[src/hdl/dataframe_pkg.sv]
`default_nettype none

package dataframe_pkg;

    // Header and footer lines are 16 bits, the stream carries 32-bit samples
    localparam int LINE_WIDTH   = 16;
    localparam int TDATA_WIDTH  = 32;
    localparam int HEADER_LINES = 3;
    localparam int FOOTER_LINES = 1;
    localparam int FLEN_WIDTH   = 12;

    localparam int CH_WIDTH       = 4;
    localparam int SEQ_WIDTH      = 16;
    localparam int TAG_WIDTH      = 4;
    localparam int FOOT_SEQ_WIDTH = 8;

    localparam int HF_WIDTH = (HEADER_LINES + FOOTER_LINES) * LINE_WIDTH;

    localparam logic [LINE_WIDTH-1:0] SYNC_WORD  = 16'hA5A5;
    localparam logic [TAG_WIDTH-1:0]  FOOTER_TAG = 4'hF;

    // Line 0 sits in the most significant bits, the footer line in the least
    typedef logic [0:HEADER_LINES+FOOTER_LINES-1][LINE_WIDTH-1:0] hf_lines_t;

    typedef struct packed {
        logic [LINE_WIDTH-1:0]     sync;
        logic [CH_WIDTH-1:0]       ch_id;
        logic [FLEN_WIDTH-1:0]     frame_len;
        logic [SEQ_WIDTH-1:0]      seq;
        logic [TAG_WIDTH-1:0]      foot_tag;
        logic [CH_WIDTH-1:0]       foot_ch;
        logic [FOOT_SEQ_WIDTH-1:0] foot_seq;
    } hf_fields_t;

    // The producer fills in named fields, the assembler walks the lines
    typedef union packed {
        hf_lines_t  line;
        hf_fields_t field;
    } hf_record_u;

    typedef struct packed {
        logic [TDATA_WIDTH-1:0] tdata;
        logic                   tvalid;
        logic                   tlast;
    } axis_beat_t;

    typedef struct packed {
        logic                  valid;
        logic [CH_WIDTH-1:0]   ch_id;
        logic [FLEN_WIDTH-1:0] frame_len;
    } frame_req_t;

    // All three flags are sticky until reset
    typedef struct packed {
        logic underflow;
        logic req_dropped;
        logic sample_dropped;
    } frame_status_t;

endpackage

`default_nettype wire

[src/hdl/dataframe_gen.sv]
`timescale 1ns/100ps
`default_nettype none

module dataframe_gen
    import dataframe_pkg::*;
(
    input  wire                    ACLK,
    input  wire                    arst_n,

    input  wire                    hf_empty,
    input  wire hf_record_u        hf_dout,
    output logic                   hf_rd_en,

    input  wire                    smp_empty,
    input  wire [TDATA_WIDTH-1:0]  smp_dout,
    output logic                   smp_rd_en,

    input  wire                    m_axis_tready,
    output axis_beat_t             m_axis,

    output logic                   underflow
);

    // One extra bit so header plus frame length plus footer always fits
    localparam int CNT_W = FLEN_WIDTH + 1;

    logic [CNT_W-1:0]       beat_idx;
    logic [CNT_W-1:0]       data_end;
    logic                   in_header;
    logic                   in_data;
    logic                   load_ok;
    logic                   step;
    logic                   take_sample;
    logic                   take_footer;
    logic                   starve;

    logic [TDATA_WIDTH-1:0] out_data;
    logic                   out_valid;
    logic                   out_last;

    // Header and footer lines go out with the upper half all ones
    function automatic logic [TDATA_WIDTH-1:0] line_beat(input logic [LINE_WIDTH-1:0] line);
        return {{(TDATA_WIDTH - LINE_WIDTH){1'b1}}, line};
    endfunction

    // The record stays at the FIFO head for the whole frame
    assign data_end  = CNT_W'(HEADER_LINES) + CNT_W'(hf_dout.field.frame_len);
    assign in_header = (beat_idx < CNT_W'(HEADER_LINES));
    assign in_data   = !in_header && (beat_idx < data_end);

    // The output register takes a new beat when empty or when its beat leaves
    assign load_ok = !out_valid || m_axis_tready;
    assign step    = load_ok && !hf_empty;

    assign take_sample = step && in_data && !smp_empty;
    assign starve      = step && in_data && smp_empty;
    assign take_footer = step && !in_header && !in_data;

    // A starved frame is dropped along with its record
    assign hf_rd_en  = take_footer || starve;
    assign smp_rd_en = take_sample;

    always_ff @(posedge ACLK or negedge arst_n) begin
        if (!arst_n) begin
            beat_idx  <= '0;
            out_valid <= 1'b0;
            out_last  <= 1'b0;
            underflow <= 1'b0;
        end else begin
            if (load_ok) begin
                out_valid <= step && !starve;
                out_last  <= take_footer;
            end

            if (take_footer || starve) begin
                beat_idx <= '0;
            end else if (step) begin
                beat_idx <= beat_idx + 1'b1;
            end

            if (starve) begin
                underflow <= 1'b1;
            end
        end
    end

    always_ff @(posedge ACLK) begin
        if (step && !starve) begin
            if (in_header) begin
                out_data <= line_beat(hf_dout.line[beat_idx[1:0]]);
            end else if (in_data) begin
                out_data <= smp_dout;
            end else begin
                out_data <= line_beat(hf_dout.line[HEADER_LINES]);
            end
        end
    end

    assign m_axis.tdata  = out_data;
    assign m_axis.tvalid = out_valid;
    assign m_axis.tlast  = out_last;

endmodule

`default_nettype wire

[src/hdl/dataframe_top.sv]
`timescale 1ns/100ps
`default_nettype none

module dataframe_top
    import dataframe_pkg::*;
#(
    parameter int FIFO_DEPTH    = 64,
    parameter int HF_DEPTH      = 4,
    parameter int MAX_FRAME_LEN = 48
) (
    input  wire                   ACLK,
    input  wire                   arst_n,

    input  wire frame_req_t       req,

    input  wire                   sample_valid,
    input  wire [TDATA_WIDTH-1:0] sample_data,

    input  wire                   m_axis_tready,
    output axis_beat_t            m_axis,

    output frame_status_t         status
);

    logic                   hf_wr_en;
    hf_record_u             hf_wr_data;
    logic                   hf_full;
    logic                   hf_empty;
    hf_record_u             hf_dout;
    logic                   hf_rd_en;

    logic                   smp_empty;
    logic [TDATA_WIDTH-1:0] smp_dout;
    logic                   smp_rd_en;
    logic                   smp_overflow;

    logic                   underflow;
    logic                   req_dropped;

    frame_request_gate #(
        .MAX_FRAME_LEN (MAX_FRAME_LEN)
    ) u_req_gate (
        .ACLK        (ACLK),
        .arst_n      (arst_n),
        .req         (req),
        .hf_full     (hf_full),
        .hf_wr_en    (hf_wr_en),
        .hf_wr_data  (hf_wr_data),
        .req_dropped (req_dropped)
    );

    // The gate checks full before writing, so this overflow stays unused
    sync_fifo #(
        .WIDTH (HF_WIDTH),
        .DEPTH (HF_DEPTH)
    ) u_hf_fifo (
        .ACLK     (ACLK),
        .arst_n   (arst_n),
        .wr_en    (hf_wr_en),
        .wr_data  (hf_wr_data),
        .rd_en    (hf_rd_en),
        .rd_data  (hf_dout),
        .empty    (hf_empty),
        .full     (hf_full),
        .overflow ()
    );

    sync_fifo #(
        .WIDTH (TDATA_WIDTH),
        .DEPTH (FIFO_DEPTH)
    ) u_smp_fifo (
        .ACLK     (ACLK),
        .arst_n   (arst_n),
        .wr_en    (sample_valid),
        .wr_data  (sample_data),
        .rd_en    (smp_rd_en),
        .rd_data  (smp_dout),
        .empty    (smp_empty),
        .full     (),
        .overflow (smp_overflow)
    );

    dataframe_gen u_gen (
        .ACLK          (ACLK),
        .arst_n        (arst_n),
        .hf_empty      (hf_empty),
        .hf_dout       (hf_dout),
        .hf_rd_en      (hf_rd_en),
        .smp_empty     (smp_empty),
        .smp_dout      (smp_dout),
        .smp_rd_en     (smp_rd_en),
        .m_axis_tready (m_axis_tready),
        .m_axis        (m_axis),
        .underflow     (underflow)
    );

    // Each flag stays set until reset
    assign status.underflow      = underflow;
    assign status.req_dropped    = req_dropped;
    assign status.sample_dropped = smp_overflow;

endmodule

`default_nettype wire

[src/hdl/frame_request_gate.sv]
`timescale 1ns/100ps
`default_nettype none

module frame_request_gate
    import dataframe_pkg::*;
#(
    parameter int MAX_FRAME_LEN = 48
) (
    input  wire             ACLK,
    input  wire             arst_n,

    input  wire frame_req_t req,

    input  wire             hf_full,
    output logic            hf_wr_en,
    output hf_record_u      hf_wr_data,

    output logic            req_dropped
);

    localparam logic [FLEN_WIDTH-1:0] MAX_LEN = FLEN_WIDTH'(MAX_FRAME_LEN);

    logic                 len_ok;
    logic                 accept;
    logic [SEQ_WIDTH-1:0] seq_cnt;

    // A zero length or anything above the limit is not a frame at all
    assign len_ok = (req.frame_len != '0) && (req.frame_len <= MAX_LEN);

    assign accept = req.valid && len_ok && !hf_full;

    // The record is written into the header FIFO on the edge that ends
    // the request cycle, so the FIFO never sees a write while full
    assign hf_wr_en = accept;

    always_comb begin
        hf_wr_data.field.sync      = SYNC_WORD;
        hf_wr_data.field.ch_id     = req.ch_id;
        hf_wr_data.field.frame_len = req.frame_len;
        hf_wr_data.field.seq       = seq_cnt;
        hf_wr_data.field.foot_tag  = FOOTER_TAG;
        hf_wr_data.field.foot_ch   = req.ch_id;
        hf_wr_data.field.foot_seq  = seq_cnt[FOOT_SEQ_WIDTH-1:0];
    end

    // Only accepted frames consume a sequence number
    always_ff @(posedge ACLK or negedge arst_n) begin
        if (!arst_n) begin
            seq_cnt <= '0;
        end else if (accept) begin
            seq_cnt <= seq_cnt + 1'b1;
        end
    end

    // Well-formed requests that find the FIFO full are lost
    always_ff @(posedge ACLK or negedge arst_n) begin
        if (!arst_n) begin
            req_dropped <= 1'b0;
        end else if (req.valid && len_ok && hf_full) begin
            req_dropped <= 1'b1;
        end
    end

endmodule

`default_nettype wire

[src/hdl/sync_fifo.sv]
`timescale 1ns/100ps
`default_nettype none

module sync_fifo #(
    parameter int WIDTH = 32,
    parameter int DEPTH = 64
) (
    input  wire              ACLK,
    input  wire              arst_n,

    input  wire              wr_en,
    input  wire  [WIDTH-1:0] wr_data,

    input  wire              rd_en,
    output logic [WIDTH-1:0] rd_data,

    output logic             empty,
    output logic             full,
    output logic             overflow
);

    localparam int PTR_W = (DEPTH > 1) ? $clog2(DEPTH) : 1;
    localparam int CNT_W = $clog2(DEPTH + 1);

    logic [WIDTH-1:0] mem [DEPTH];
    logic [PTR_W-1:0] wr_ptr;
    logic [PTR_W-1:0] rd_ptr;
    logic [CNT_W-1:0] count;
    logic             do_wr;
    logic             do_rd;

    // Pointers wrap explicitly so the depth need not be a power of two
    function automatic logic [PTR_W-1:0] ptr_next(input logic [PTR_W-1:0] ptr);
        return (ptr == PTR_W'(DEPTH - 1)) ? '0 : ptr + 1'b1;
    endfunction

    assign empty = (count == '0);
    assign full  = (count == CNT_W'(DEPTH));

    assign do_wr = wr_en && !full;
    assign do_rd = rd_en && !empty;

    // Head word is visible without a read cycle
    assign rd_data = mem[rd_ptr];

    always_ff @(posedge ACLK) begin
        if (do_wr) begin
            mem[wr_ptr] <= wr_data;
        end
    end

    always_ff @(posedge ACLK or negedge arst_n) begin
        if (!arst_n) begin
            wr_ptr   <= '0;
            rd_ptr   <= '0;
            count    <= '0;
            overflow <= 1'b0;
        end else begin
            if (do_wr) begin
                wr_ptr <= ptr_next(wr_ptr);
            end
            if (do_rd) begin
                rd_ptr <= ptr_next(rd_ptr);
            end
            case ({do_wr, do_rd})
                2'b10:   count <= count + 1'b1;
                2'b01:   count <= count - 1'b1;
                default: count <= count;
            endcase
            if (wr_en && full) begin
                overflow <= 1'b1;
            end
        end
    end

endmodule

`default_nettype wire

[config.mk]
export PLATFORM = sky130hd
export DESIGN_NAME = dataframe_top
export DESIGN_NICKNAME = d
export VERILOG_FILES = /design/src/hdl/dataframe_pkg.sv /design/src/hdl/dataframe_gen.sv /design/src/hdl/dataframe_top.sv /design/src/hdl/frame_request_gate.sv /design/src/hdl/sync_fifo.sv
export SDC_FILE = /design/constraint.sdc
export NUM_CORES = 2
export LEC_CHECK = 0
export BUFFER_PORTS_ARGS = -buffer_cell sky130_fd_sc_hd__buf_4
export CAP_MARGIN = 30
export CORE_ASPECT_RATIO = 1.75
export CORE_UTILIZATION = 45
export CTS_CLUSTER_DIAMETER = 100
export CTS_CLUSTER_SIZE = 16
export DETAILED_ROUTE_END_ITERATION = 6
export GPL_TIMING_DRIVEN = 0
export HOLD_SLACK_MARGIN = 0.08
export PLACE_DENSITY = 0.6
export RECOVER_POWER = 25
export REMOVE_ABC_BUFFERS = 1
export SYNTH_ARGS = -nofsm -noshare
export SYNTH_HDL_FRONTEND = slang
export SYNTH_HIERARCHICAL = 1
export SYNTH_SLANG_ARGS = --single-unit
[constraint.sdc]
create_clock -name ACLK -period 7.4 [get_ports ACLK]
set_input_delay 0.74 -clock ACLK [delete_from_list [all_inputs] [get_ports ACLK]]
set_output_delay 0.74 -clock ACLK [all_outputs]
set_load 0.02 [all_outputs]
==> flow_metrics.py <==
metrics = {
    "clocking": {
        "htreeDepth": 4,
        "path_clk_slew_ps": 70,
        "clockBufferDepth": 4,
        "clock_latency_ps": 830,
        "clockRootBuffer": "clkbuf_16",
        "post_cts_buffers": 0,
        "cts_buffers": 175,
        "cts_num_sinks": 2396,
        "cts_tree": "built",
    },
    "route": {
        "first_iter_violations": 3729,
        "drc": 0,
        "num_vias": 44290,
        "drt_wl_total_mm": 236.8,
        "drt_pre_antenna_iters": 5,
        "ant_nets": 0,
        "wl_per_cell_um": 32.57,
        "via_per_inst": 6.092,
    },
    "timing": {
        "worst_pin_slew_ps": 3358,
        "hold_slack_ps": 144.4,
        "period_share": 0.9403,
        "finalHoldViolations": 0,
        "fin_crit_ps": 6959,
        "rsz0062_at_grt": "false",
        "final.setup.worst_slack_ps": 441.5,
        "final-setup-viol-count": 0,
        "fmax_mhz": 143.7,
        "fin_skew_ps": 21.81,
        "report.final.slew_viol_count": 1562,
        "max_slew_margin": -1.239,
    },
    "worst_setup_path": {
        "critPathLaunchType": "flop",
        "crit_buf_inv": 4,
        "cp_common_cell": "and3_1",
        "critPathMaxStageDelay_ps": 810,
        "slowest_stage": "dfrtp_4",
        "cp-end-kind": "flop",
        "crit_chain": "buf_16 > mux4_2 > and3_1 > and3_1 > nand2_1 > xor2_1 > ha_1 > nand4_1 > o221ai_2 > a311oi_4 > buf_8 > and2_2 > and3_1 > inv_1 > a31oi_1 > ha_1 > inv_1 > fa_1 > nor2b_1 > o21ai_0 > a211o_1 > o211ai_1 > xnor2_1",
        "required_ps": 8140,
        "arrival_ps": 7700,
        "critPathMaxFanout": 40,
        "crit_type": "flop to flop",
        "cp_top_family": "compound AO/OA/AOI/OAI gates",
    },
    "cells_and_area": {
        "area_growth_pct": 11.18,
        "drive_gt1_frac": 0.2212,
        "final_util": 0.5045,
        "layout.cells.non_filler": 7270,
        "final_net_count": 4635,
    },
    "global_route": {
        "grt_pass1_wl_mm": 335.0,
        "grt_max_degree": 65,
        "antenna_found_initial": 15,
        "track_usage": 0.2264,
        "grt_pass1_vias": 45450,
        "grt_remaining_overflow": 0,
    },
    "power": {
        "p_total_w": 0.03517,
        "powerDensity_nw_per_um2": 339.1,
        "p_leak_nw": 32.59,
        "ir_worst_vdd_mv": 0.3273,
    },
    "synthesis": {
        "postSynthCellCount": 4403,
        "avgSynthCellArea_um2": 21.19,
        "synth_area_um2": 93300,
        "yosysWarnings": 6,
    },
    "floorplanning": {
        "dieArea_um2": 209200,
        "rows": 220,
        "core_um2": 205600,
        "die_w_um": 346.2,
        "pin_count": 90,
        "die_h_um": 604.4,
        "start_util": 0.4537,
    },
    "placement": {
        "numPortBuffers": 89,
        "place.gp.congestion": 0.8463,
        "pre_cts_ws_ps": 119.8,
        "hpwl_mm": 151.2,
        "dp.cells": 7036,
    },
    "status": {
        "failed_checks": "max-capacitance violations, max-slew violations",
        "status": "finished with violations",
    },
    "hold_path": {
        "hold_path.class": "input pin to flop",
    },
    "job": {
        "cap_violations": 24,
    },
}
## placed cells by master (no fill, tap or decap), types with 65 or more instances in the layout
master / instances
clkbuf_16: 179
mux2i_1: 225
mux4_2: 526
clkbuf_1: 83
nor2_1: 90
buf_12: 66
nor2_4: 65
nand2_1: 161
a22oi_1: 116
edfxtp_1: 2336
## layout make-up
class	instances	area, µm²
diodes	8	20.02
clock buffers	222	4641
clock inverters	2	38.79
fillers	16050	101900
inverters	23	86.33
multi-input cells	1728	20630
flip-flops and latches	2396	71680
well taps	2664	3333
repair buffers	227	3307
## worst reg2reg max path, cell delays in order (launching register included)
cell,delay [ps]
dfrtp_4,810
buf_16,360
mux4_2,650
and3_1,250
and3_1,200
nand2_1,70
xor2_1,190
ha_1,270
nand4_1,150
o221ai_2,130
a311oi_4,440
buf_8,230
and2_2,390
and3_1,220
inv_1,60
a31oi_1,560
ha_1,460
inv_1,180
fa_1,420
nor2b_1,120
o21ai_0,140
a211o_1,320
o211ai_1,120
xnor2_1,140
## flip-flops by register name, summed over array words and instances (netlist names)
register,flops
u_hf_fifo/rd_ptr,2
u_req_gate/req_dropped,1
u_gen/out_data,32
u_smp_fifo/mem,2048
u_gen/out_valid,1
u_hf_fifo/wr_ptr,2
u_req_gate/seq_cnt,16
u_hf_fifo/count,3
u_smp_fifo/overflow,1
u_gen/beat_idx,13
u_hf_fifo/mem,256
u_gen/out_last,1
u_smp_fifo/count,7
u_gen/underflow,1
u_smp_fifo/rd_ptr,6
u_smp_fifo/wr_ptr,6
## path summary, 6_finish.rpt
path	start	to	slack (ps)	cells past startpoint
max	u_hf_fifo/rd_ptr[0]	u_smp_fifo/count[6]	440	23
min	sample_valid	u_smp_fifo/overflow	140	2
max reg2reg	u_hf_fifo/rd_ptr[0]	u_smp_fifo/count[6]	440	23
min reg2reg	u_req_gate/req_dropped	u_req_gate/req_dropped	480	1
max in group asynchronous	arst_n	u_smp_fifo/rd_ptr[2]	6150	2
min in group asynchronous	arst_n	u_hf_fifo/rd_ptr[0]	600	2
## stage by stage
stage / instance area (µm²) / setup TNS, ps
6_report: 103700 / 0
5_1_grt: 103700 / 0
4_1_cts: 103900 / 0
3_5_place_dp: 99170 / 0
3_3_place_gp: 95820 / -1204530
2_1_floorplan: 91820 / -440820
## where the power goes
group | total [W] | switching (W) | internal, W
Clock | 0.00874 | 0.00434 | 0.00440
Sequential | 0.0161 | 0.000583 | 0.0155
Combinational | 0.0103 | 0.00588 | 0.00444
## routing by layer
layer | wire length (µm) | GRT usage | vias up
met5 | 38 | 0 | -
met4 | 12610 | 0.1100 | 6
met3 | 13040 | 0.02605 | 378
met2 | 128200 | 0.4159 | 1457
met1 | 82900 | 0.2618 | 24050
li1 | - | - | 18400
## what timing repair did
action | in CTS | in global routing
endpoints found under the setup margin | 0 | 2
endpoints found under the hold margin | 60 | 0
gates resized for setup | 0 | 1
hold buffers | 1 | 0
Power figures use the tool's default switching activity.
